**src/hw/mul_pkg.sv**
```systemverilog
// Multiply subsystem definitions
`default_nettype none

package mul_pkg;

    // ----------------------------------------
    // Widths
    // ----------------------------------------
    localparam int XLEN     = 64;
    localparam int NUM_REGS = 32;   // Architectural integer registers

    typedef logic [XLEN-1:0]   xlen_t;      // Operand or result word
    typedef logic [2*XLEN-1:0] dxlen_t;     // Full product
    typedef logic [4:0]        reg_addr_t;  // Destination register index

    // ----------------------------------------
    // Dispatch fields
    // ----------------------------------------
    typedef logic [1:0] unit_t;
    typedef logic [2:0] funct3_t;

    localparam unit_t UNIT_ALU = 2'd0;
    localparam unit_t UNIT_MUL = 2'd1;
    localparam unit_t UNIT_DIV = 2'd2;
    localparam unit_t UNIT_MEM = 2'd3;

    // ----------------------------------------
    // Decoded multiply kind
    // ----------------------------------------
    typedef logic [1:0] mul_kind_t;

    // Signed x signed, low doubleword; MULW when op_32 is set
    localparam mul_kind_t MUL_LO  = 2'd0;
    localparam mul_kind_t MUL_HSS = 2'd1;   // MULH
    localparam mul_kind_t MUL_HSU = 2'd2;   // MULHSU
    localparam mul_kind_t MUL_HUU = 2'd3;   // MULHU

endpackage

`default_nettype wire

```
**src/hw/mul_issue.sv**
```systemverilog
// Multiply issue stage
`timescale 1ns/1ps
`default_nettype none

module mul_issue (
    input  wire  logic                clk_i,
    input  wire  logic                rstn_i,
    input  wire  logic                kill_i,       // Flush in-flight work
    input  wire  logic                valid_i,
    input  wire  mul_pkg::unit_t      unit_i,
    input  wire  mul_pkg::funct3_t    funct3_i,
    input  wire  logic                op_32_i,
    input  wire  mul_pkg::xlen_t      rs1_data_i,
    input  wire  mul_pkg::xlen_t      rs2_data_i,
    input  wire  mul_pkg::reg_addr_t  rd_i,
    output logic                      iss_valid_o,
    output mul_pkg::mul_kind_t        iss_kind_o,
    output logic                      iss_op_32_o,
    output mul_pkg::xlen_t            iss_src1_o,
    output mul_pkg::xlen_t            iss_src2_o,
    output mul_pkg::reg_addr_t        iss_rd_o
);
    import mul_pkg::*;

    logic      accept;
    mul_kind_t kind_d;

    // Only funct3 0..3 are multiplies, and only MUL has a word form
    assign accept = valid_i && (unit_i == UNIT_MUL) && !funct3_i[2] &&
                    (!op_32_i || (funct3_i == 3'd0));

    always_comb begin
        case (funct3_i[1:0])
            2'd0:    kind_d = MUL_LO;
            2'd1:    kind_d = MUL_HSS;
            2'd2:    kind_d = MUL_HSU;
            default: kind_d = MUL_HUU;
        endcase
    end

    // ----------------------------------------
    // Issue register
    // ----------------------------------------
    always_ff @(posedge clk_i or negedge rstn_i) begin
        if (!rstn_i) begin
            iss_valid_o <= 1'b0;
            iss_kind_o  <= MUL_LO;
            iss_op_32_o <= 1'b0;
            iss_src1_o  <= '0;
            iss_src2_o  <= '0;
            iss_rd_o    <= '0;
        end else if (kill_i || !accept) begin
            // Empty slot carries a zero payload
            iss_valid_o <= 1'b0;
            iss_kind_o  <= MUL_LO;
            iss_op_32_o <= 1'b0;
            iss_src1_o  <= '0;
            iss_src2_o  <= '0;
            iss_rd_o    <= '0;
        end else begin
            iss_valid_o <= 1'b1;
            iss_kind_o  <= kind_d;
            iss_op_32_o <= op_32_i;
            iss_src1_o  <= rs1_data_i;
            iss_src2_o  <= rs2_data_i;
            iss_rd_o    <= rd_i;
        end
    end

endmodule

`default_nettype wire

```
**config.mk**
```make
export PLATFORM = sky130hd
export DESIGN_NAME = mul_issue
export DESIGN_NICKNAME = d
export VERILOG_FILES = /design/src/hw/mul_pkg.sv /design/src/hw/mul_issue.sv
export SDC_FILE = /design/constraint.sdc
export NUM_CORES = 1
export LEC_CHECK = 0
export BUFFER_PORTS_ARGS = -buffer_cell sky130_fd_sc_hd__buf_2
export CORE_UTILIZATION = 40
export DETAILED_ROUTE_END_ITERATION = 6
export PLACE_DENSITY = 0.71
export SLEW_MARGIN = 20
export SYNTH_ARGS = -nofsm -noshare
export SYNTH_HDL_FRONTEND = slang
export SYNTH_SLANG_ARGS = --single-unit
```
**constraint.sdc**
```tcl
create_clock -name clk_i -period 0.9 [get_ports clk_i]
set_input_delay 0.18 -clock clk_i [delete_from_list [all_inputs] [get_ports clk_i]]
set_output_delay 0.18 -clock clk_i [all_outputs]
set_load 0.01 [all_outputs]
```
Word-level counts from Yosys, hierarchy flattened

Cells that the tools add are included.

Register bits after elaboration: 137
Bits in latches: 0
Bits in writable memories: 0
ROM bits: 0
Bits of input ports: 143
Output and inout port bits: 137
Word-level logic and storage cells: 26
Memories kept: 0

$add $sub $neg: 0
Multipliers: 0
Div/mod/pow operators: 0
Magnitude comparators: 0
Equal/unequal tests: 3
Shift-type cells: 0
Muxes and demuxes: 7
Bitwise operators: 0
Reduce and logical (&&, ||, !) cells: 10

Operator list:

| cell                                                                  | number |
|---|---|
| 64-bit two-way mux                                                    | 2 |
| 2-bit case mux with 3 select lines                                    | 1 |
| 5-bit two-way mux                                                     | 1 |
| 2-bit by 1-bit equality test with 1-bit output, second input constant | 2 |
| 1-bit logical AND                                                     | 3 |
| 1-bit zero test                                                       | 3 |
| 3-bit zero test                                                       | 1 |
| 2-bit equality test, second input constant                            | 1 |
| 2-bit zero test                                                       | 1 |
| 1-bit logical OR                                                      | 2 |
| 1-bit two-way mux                                                     | 2 |
| 2-bit two-way mux                                                     | 1 |

Longest topological paths before layout

Gate-level depths: netlist (run 1).

Word-level depth: 7
Depth in mapped cells: 5
Depth with buffers taken out: 2

Worst setup path after synthesis (run 1)

No wires, ideal clock.

Kind: input to register
From: input unit_i[1]
To: register iss_src2_o[39]
Setup time: 96 ps
Arrival time: 1,228 ps
Data required time: 804 ps
Path slack: -424 ps
Stages on the path: 4
Path buffers: 2
Path through: or4b_4 > buf_6 > buf_8 > nor4_2

Word-level cells in the longest chain between the ends: 7

Ends and longest elaborated chain:

| element                                        | RTL line        | RTL |
|---|---|---|
| start: declaration                             | mul_issue.sv:10 | `input wire mul_pkg::unit_t unit_i,` |
| 2-bit by 1-bit equality test with 1-bit output | mul_issue.sv:29 | `assign accept = valid_i && (unit_i == UNIT_MUL) && !funct3_i[2] &&` |
| 1-bit logical AND (3 in a row)                 | mul_issue.sv:29 |  |
| 1-bit zero test                                | mul_issue.sv:52 | `end else if (kill_i \|\| !accept) begin` |
| 1-bit logical OR                               | mul_issue.sv:52 |  |
| 64-bit two-way mux                             | mul_issue.sv:52 |  |
| end signal: assignment                         | mul_issue.sv:65 | `iss_src2_o <= rs2_data_i;` |
| end: declaration                               | mul_issue.sv:20 | `output mul_pkg::xlen_t iss_src2_o,` |

Every way passes these cells.

Worst setup path after layout (run 1)

From: input funct3_i[2]
To: register iss_src1_o[48]

Word-level cells in the longest chain between the ends: 6
Elaborated cells on any way between the ends: 8
Those cells by class: mux: 1; reduce/logical: 7

Ends and longest elaborated chain:

| element                                                      | RTL line                         | RTL |
|---|---|---|
| start: declaration                                           | mul_issue.sv:11                  | `input wire mul_pkg::funct3_t funct3_i,` |
| 3-bit zero test / 1-bit zero test (equally long branches)    | mul_issue.sv:30, mul_issue.sv:29 |  |
| 1-bit logical OR / 1-bit logical AND (equally long branches) | mul_issue.sv:30, mul_issue.sv:29 |  |
| 1-bit logical AND *                                          | mul_issue.sv:29                  |  |
| 1-bit zero test *                                            | mul_issue.sv:52                  |  |
| 1-bit logical OR *                                           | mul_issue.sv:52                  |  |
| 64-bit two-way mux *                                         | mul_issue.sv:52                  |  |
| end signal: assignment                                       | mul_issue.sv:64                  | `iss_src1_o <= rs1_data_i;` |
| end: declaration                                             | mul_issue.sv:19                  | `output mul_pkg::xlen_t iss_src1_o,` |

Every way passes the cells marked *; elsewhere a longest branch is shown, timed or not.

==> results.txt, run 1 <==
----------------------------------------------------
[Floorplanning]
  IO Pins ... 280
  Area enclosed by the die boundary ... 0.0151 sq mm
  Die Y-Extent ... 123 um
  Die span in x ... 123 um
  Row count ... 43
  Core area ... 0.0141 sq mm
  Initial core utilization ... 0.415

[Global routing]
  Total routing usage reported by global routing ... 0.231
  First-pass GRT wire length ... 25900 um
  Number of antenna violations at the first check in global routing ... 0
  Global-route congestion overflow total ... 0
  Vias in the first global route ... 5268
  Maximum number of pins on one net before global-route repair ... 57

[Power and ir drop]
  Total power divided by cell area ... 1390 mW/mm^2
  Worst vdd ir ... 1.15 mV
  Standby leakage power ... 5.42 nW

[STA]
  Max Freq ... 841 MHz
  Aggregate negative setup slack ... -49.77 ns
  Final worst slack ... -0.289 ns
  Final period demand of the worst path ... 1.19 ns
  Fin. Hold Viols ... 0
  Final number of max-transition violations ... 0
  Final setup vio count ... 274
  Slew Limit Headroom ... 0.574
  Period utilisation layout ... 1.32
  Worst Tran Pin Value ... 0.639 ns
  Unrepaired setup endpoints after global routing ... yes

[CTS]
  CTS Buffer Depth ... 2
  Clock root buffer ... sky130_fd_sc_hd__clkbuf_16
  Reg clk slew, reported paths ... 0.06 ns
  Depth of the CTS H-tree ... 4
  CTS tree ... yes
  Total clock sinks ... 137
  CTS Buf Count ... 17

[Place]
  Count of input and output buffers ... 279
  Placed inst area ... 0.00747 sq mm
  Placed wire-length estimate ... 9860 um
  Setup slack after placement ... -0.664 ns
  GP Congestion ... 0.757

[Logic synthesis]
  Post-Syn Area per Cell ... 12.8 sq um
  Part of the Yosys area used for sequential elements ... 0.585
  Net count of the mapped netlist ... 599
  Largest family of logic cells by synthesized area ... simple AND/OR/NAND/NOR gates
  Fraction of the mapped netlist area in simple logic gates ... 0.271
  Count of synthesis-stage warnings from yosys ... 0
  Cell area after synthesis ... 0.00586 sq mm
  Post-synthesis compound-gate area fraction ... 0.00128
  Synth Instances ... 456
  Library cells used by synthesis ... 15
  Parity-gate share of the synthesized area counting xor and xnor cells ... 0
  Post-synthesis register bit count ... 137
  Adder-cell share of the synthesized area ... 0
  Multiplexer share of the synthesized area ... 0

[Drt]
  DRC Markers ... 0
  Post-DR vias/cell ... 4.98
  Routed WL per cell ... 20.9 um
  Antenna-violating nets left ... 0
  Number of detailed-route iterations in the first pass ... 4
  Vias post-DR ... 5202
  Number of DRC markers in iteration 0 ... 269
  Final WL ... 21900 um

[Hold path]
  Min-Delay Path Depth ... 3
  Worst hold path type ... in2reg

[Run]
  Total of max-cap violations ... 0

[Cells and area]
  Commonest non-fill, non-tap cells in the layout ... 228 x sky130_fd_sc_hd__buf_2, 137 x sky130_fd_sc_hd__dfrtp_1, 133 x sky130_fd_sc_hd__inv_1, 127 x sky130_fd_sc_hd__nor4_4, 96 x sky130_fd_sc_hd__dlygate4sd3_1
  Leading cell type in the layout, fill and taps excluded ... sky130_fd_sc_hd__buf_2
  Non-Filler Cell Area, Final ... 0.0111 sq mm
  Final net count ... 996
  Layout Area Growth over Synthesis ... 89.9%
  Fraction of final layout cells with drive strength greater than 1 ... 0.573
  Antenna diodes ... 0

[Setup path]
  Required time of the critical path ... 1.21 ns
  Endpoint kind of the worst setup timing path ... flop
  Type of origin of the critical path ... input port
  Worst Path Arrival ... 1.50 ns
  Critical Setup Path Class ... in2reg
  Highest fanout seen on the critical path ... 7

[Status]
  Failing checks ... negative setup slack
  Result of the run ... finished, violations left

----------------------------------------------------
## sequential cells by signal, summed over array words and instances, names as in the netlist
name / flops
iss_src1_o: 64
iss_src2_o: 64
iss_rd_o: 5
iss_op_32_o: 1
iss_kind_o: 2
iss_valid_o: 1
## metal layers
| metal | up-vias | share of wire | global-route usage |
|---|---|---|---|
| met2 | 248 | 0.54 | 0.402 |
| met3 | 57 | 0.068 | 0.0803 |
| met1 | 2600 | 0.36 | 0.254 |
| met5 | - | 0 | 0 |
| met4 | 0 | 0.035 | 0.102 |
| li1 | 2297 | - | - |
## path summary, 6_finish.rpt
kind	start	endpoint
worst max-delay path	funct3_i[2]	iss_src1_o[48]$_DFF_PN0_
worst min-delay path	rs2_data_i[33]	iss_src2_o[33]$_DFF_PN0_
max in group asynchronous	rstn_i	iss_src1_o[22]$_DFF_PN0_
min in group asynchronous	rstn_i	iss_src2_o[15]$_DFF_PN0_
## stage by stage
step,instances,utilization,hold slack [ns],power (mW)
floorplan,456,-,-0.116,6.97
global placement,894,0.530,0.0446,7.59
detailed placement,894,0.530,0.0462,7.63
CTS,1031,0.685,0.00153,14.9
global route,1045,0.789,0.0182,16.0
finish,1045,0.789,0.0212,15.5
## where the power goes
part | internal, mW | switching (mW) | total, mW
registers | 6.20 | 0.0182 | 6.22
logic | 0.941 | 1.42 | 2.36
clock network | 4.27 | 2.64 | 6.91
## critical path, cell delays in order
cell and delay (ns):
sky130_fd_sc_hd__buf_6 0.09, sky130_fd_sc_hd__or4b_4 0.68, sky130_fd_sc_hd__clkbuf_16 0.25, sky130_fd_sc_hd__nor4_4 0.28
## cell type report
type | count | area [sq um]
clock inverter | 8 | 95.1
timing repair buffer | 422 | 3480
multi-input combinational | 141 | 2900
tap | 180 | 225
sequential | 137 | 3430
inverter | 134 | 508
fill | 740 | 2980
clock buffer | 23 | 478
## timing repair
action                                  in CTS  in global routing
buffers inserted                             3                  5
pin swaps                                   14                 66
hold endpoints to repair                   232                  0
hold buffers                                96                  0
endpoints found under the setup margin     272                274
cloned                                       7                 11
resized for setup                           71                175
## Yosys cell counts
library cell	n	area share
sky130_fd_sc_hd__buf_1	9	0.0058
sky130_fd_sc_hd__buf_2	5	0.0043
sky130_fd_sc_hd__buf_6	4	0.0077
sky130_fd_sc_hd__buf_8	11	0.028
sky130_fd_sc_hd__clkbuf_1	16	0.010
sky130_fd_sc_hd__dfrtp_1	137	0.59
sky130_fd_sc_hd__inv_1	134	0.086
sky130_fd_sc_hd__nor3_1	2	0.0017
sky130_fd_sc_hd__nor4_1	30	0.032
sky130_fd_sc_hd__nor4_2	96	0.21
sky130_fd_sc_hd__nor4_4	7	0.025
sky130_fd_sc_hd__nor4b_1	2	0.0030
sky130_fd_sc_hd__o21a_1	1	0.0013
sky130_fd_sc_hd__or3b_2	1	0.0015
sky130_fd_sc_hd__or4b_4	1	0.0023
## cell families after synthesis
kind of cell	Yosys count
AND/OR/NAND/NOR	139
AO/OA/AOI/OAI	1
buffers and inverters	179
flip-flops	137
Note: power is estimated with default switching activity, not from simulation.
==> run 2: changes to the inputs <==
--- a/config.mk
+++ b/config.mk
@@ -5,10 +5,12 @@
 export SDC_FILE = /design/constraint.sdc
 export NUM_CORES = 1
 export LEC_CHECK = 0
+export ABC_AREA = 1
 export BUFFER_PORTS_ARGS = -buffer_cell sky130_fd_sc_hd__buf_2
 export CORE_UTILIZATION = 40
 export DETAILED_ROUTE_END_ITERATION = 6
-export PLACE_DENSITY = 0.71
+export GPL_TIMING_DRIVEN = 0
+export PLACE_DENSITY = 0.72
 export SLEW_MARGIN = 20
 export SYNTH_ARGS = -nofsm -noshare
 export SYNTH_HDL_FRONTEND = slang
==> results.txt, run 2 <==
----------------------------------------------------
[Drt]
  Routed WL per cell ... 13.0 um (-38%)
  Final WL ... 13100 um (-40%)
  Vias post-DR ... 4021 (-23%)
  Post-DR vias/cell ... 3.99 (-20%)
  DRC Markers ... 0 (unchanged)
  Uppermost layer routed ... met4
  DR WL met3 ... 1040 um (-30%)
  Number of detailed-route iterations in the first pass ... 4 (unchanged)
  Wire length on met2 ... 6850 um (-42%)
  Number of DRC markers in iteration 0 ... 151 (-44%)
  Met1 wire length ... 4660 um (-40%)
  Antenna-violating nets left ... 0 (unchanged)

[Status]
  Failing checks ... negative hold slack, negative setup slack
  Result of the run ... finished, violations left

[Setup path]
  Peak per-stage delay on the critical path ... 0.38 ns (-0.30 ns)
  Ordered list of cells on the worst path ... buf_2
  Number of stages on the worst setup path ... 1 (-3)
  Termination of the worst setup path ... iss_src2_o[62]
  Type of origin of the critical path ... flop
  Worst Path Arrival ... 0.93 ns (-0.57 ns)
  Highest fanout seen on the critical path ... 1 (-6)
  Cell family with most CP delay ... flip-flops
  Required time of the critical path ... 0.72 ns (-0.49 ns)
  Start point of the critical path ... iss_src2_o[62]$_DFF_PN0_
  Endpoint kind of the worst setup timing path ... primary output
  Critical Setup Path Class ... reg2out
  Slowest stage cell on the critical path ... sky130_fd_sc_hd__dfrtp_1
  Worst path buffer plus inverter count ... 1 (-1)

[Cells and area]
  Biggest regs ... iss_src1_o: 64 flops, iss_src2_o: 64 flops, iss_rd_o: 5 flops
  Layout Area Growth over Synthesis ... 63.6%
  Filler cell count in the final layout ... 921 (+24%)
  Commonest non-fill, non-tap cells in the layout ... 232 x sky130_fd_sc_hd__buf_2, 139 x sky130_fd_sc_hd__inv_1, 137 x sky130_fd_sc_hd__dfrtp_1, 100 x sky130_fd_sc_hd__nor2_4, 87 x sky130_fd_sc_hd__dlygate4sd3_1
  Fraction of final layout cells with drive strength greater than 1 ... 0.513 (-0.0608)
  Final net count ... 961 (-3.5%)
  Final standard cell utilization of the core ... 0.674 (-0.114)
  Cell Count, Final, Fillers Out ... 1007 (-3.6%)
  Non-Filler Cell Area, Final ... 0.00900 sq mm (-19%)
  Leading cell type in the layout, fill and taps excluded ... sky130_fd_sc_hd__buf_2
  Antenna diodes ... 0 (unchanged)

[Global routing]
  First-pass GRT wire length ... 20600 um (-21%)
  Maximum number of pins on one net before global-route repair ... 70 (+23%)
  Total routing usage reported by global routing ... 0.194 (-0.0365)
  Number of antenna violations at the first check in global routing ... 0 (unchanged)
  Vias in the first global route ... 4258 (-19%)
  Global-route congestion overflow total ... 0 (unchanged)

[Floorplanning]
  Die Y-Extent ... 119 um (-3.0%)
  Core area ... 0.0133 sq mm (-5.3%)
  IO Pins ... 280 (unchanged)
  Row count ... 42 (-2.3%)
  Die span in x ... 119 um (-3.0%)
  Area enclosed by the die boundary ... 0.0142 sq mm (-5.9%)
  Initial core utilization ... 0.412 (-0.00315)

[STA]
  Final number of max-transition violations ... 0 (unchanged)
  Unrepaired setup endpoints after global routing ... yes
  Max Freq ... 902 MHz (+7.2%)
  Final setup vio count ... 137 (-50%)
  Fin. Hold Viols ... 68 (+68)
  Aggregate negative setup slack ... -25.20 ns (+24.56 ns)
  Final period demand of the worst path ... 1.11 ns (-0.0799 ns)
  Worst Tran Pin Value ... 0.516 ns (-0.123 ns)
  Worst hold slack after final layout ... -0.291 ns (-0.312 ns)
  Period utilisation layout ... 1.23 (-0.0888)
  Final worst slack ... -0.209 ns (+0.0799 ns)
  Slew Limit Headroom ... 0.656 (+0.0819)

[CTS]
  Depth of the CTS H-tree ... 4 (unchanged)
  CTS Buffer Depth ... 2 (unchanged)
  Number of hold buffers added after cts ... 87 (-9.4%)
  Post-CTS repair timing setup buffer count ... 0 (-3)
  CTS tree ... yes
  Clock root buffer ... sky130_fd_sc_hd__clkbuf_16
  CTS Buf Count ... 17 (unchanged)
  Reg clk slew, reported paths ... 0.06 ns (about the same)
  Total clock sinks ... 137 (unchanged)

[Logic synthesis]
  Most common cell in the netlist ... sky130_fd_sc_hd__inv_1
  Count of synthesis-stage warnings from yosys ... 0 (unchanged)
  Post-Syn Area per Cell ... 12.7 sq um (-0.80%)
  Number of synthesized flops with an enable pin ... 0 (unchanged)
  Largest cells by area after synthesis ... sky130_fd_sc_hd__dfrtp_1 62%, sky130_fd_sc_hd__nor2_4 20%, sky130_fd_sc_hd__inv_1 9.5%, sky130_fd_sc_hd__buf_12 4.0%, sky130_fd_sc_hd__nor2_1 2.6%
  Part of the Yosys area used for sequential elements ... 0.623 (+0.0375)
  Library cells used by synthesis ... 9 (-6)
  Cell area after synthesis ... 0.00550 sq mm (-6.0%)
  Cell type contributing the most total cell area after synthesis ... sky130_fd_sc_hd__dfrtp_1
  Synth Instances ... 432 (-5.3%)
  Post-synthesis register bit count ... 137 (unchanged)
  Top_reg_cell synth ... sky130_fd_sc_hd__dfrtp_1
  Fraction of registers with async set/reset ... 1.00 (unchanged)
  Net count of the mapped netlist ... 575 (-4.0%)
  Yosys top cell area share ... 0.623 (+0.0375)
  Synth top cells by count ... 139 x sky130_fd_sc_hd__inv_1, 137 x sky130_fd_sc_hd__dfrtp_1, 100 x sky130_fd_sc_hd__nor2_4

[Place]
  Count of input and output buffers ... 279 (unchanged)
  GP Congestion ... 0.767 (+1.4%)
  Number of placed instances with taps included ... 888 (-0.67%)
  Placed inst area ... 0.00716 sq mm (-4.2%)
  Setup slack after placement ... -0.257 ns (+0.407 ns)
  Placed wire-length estimate ... 8360 um (-15%)

[Hold path]
  Worst hold path type ... in2async

[Power and ir drop]
  Worst vdd ir ... 1.00 mV (-13%)
  Standby leakage power ... 5.16 nW (-4.8%)
  Total power divided by cell area ... 1710 mW/mm^2 (+23%)

[Run]
  Total of max-cap violations ... 0 (unchanged)

----------------------------------------------------
[run 2: changes by cell type after synthesis, sizes merged, moves of 2 or more]
| cell | before | now |
|---|---|---|
| inv | 134 | 139 |
| nor2 | 0 | 138 |
| buf | 29 | 15 |
| nor4b | 2 | 0 |
| clkbuf | 16 | 0 |
| nor4 | 133 | 0 |
| nor3 | 2 | 0 |
[run 2: worst min path at each step]
stage                     slack (ns)  cells past startpoint      startpoint                        to
final                          -0.29                      1          rstn_i  iss_src2_o[19]$_DFF_PN0_
after CTS                      -0.28                      1          rstn_i  iss_src2_o[23]$_DFF_PN0_
after detailed placement        0.17                      1          rstn_i  iss_src1_o[15]$_DFF_PN0_
after floorplan                -0.12                      0          rstn_i   iss_kind_o[0]$_DFF_PN0_
after global routing           -0.26                      1          rstn_i  iss_src1_o[15]$_DFF_PN0_
after global placement          0.39                      3  rs1_data_i[56]  iss_src1_o[56]$_DFF_PN0_
[run 2: where the power goes]
group	leakage [nW]	internal (mW)	switching [mW]	total (mW)
clock	0.327	5.43	2.55	7.98
sequential	1.91	6.21	0.0141	6.22
combinational	2.93	0.627	0.592	1.22
total	5.16	12.3	3.15	15.4
[run 2: logic make-up (layout without fill, tap and decap cells)]
logic type | after synthesis | in the layout | share of synthesized area
buf+inv | 154 | 553 | 0.143
simple gates | 140 | 140 | 0.233
flops | 137 | 137 | 0.623
compound gates | 1 | 1 | 0.000909
[run 2: area by class of cell]
cell class,instances,area (sq um),share of cell area
Timing Repair Buffer,367,2590,0.288
Multi-Input combinational cell,141,1290,0.143
Clock buffer,22,474,0.0527
Tap cell,176,220,0.0245
Buffer,15,265,0.0295
Clock inverter,10,213,0.0236
Sequential cell,137,3430,0.381
Inverter,139,522,0.0580
[run 2: routing by layer]
metal  vias to the layer above  GRT usage
li1                       1935          -
met1                      1853      0.204
met2                       190      0.330
met3                        43     0.0709
met4                         0      0.121
met5                         -          0
[run 2: what timing repair did]
action | 4_1_cts | 5_1_grt
gates resized for setup | 21 | 25
endpoints found under the setup margin | 137 | 137
hold endpoints to repair | 155 | 68
[run 2: stage by stage]
stage | power [mW] | hold slack, ns
after global placement | 7.19 | 0.390
after detailed placement | 7.22 | 0.170
final | 15.4 | -0.291
after global routing | 16.0 | -0.264
after CTS | 15.6 | -0.281
after floorplan | 6.70 | -0.116
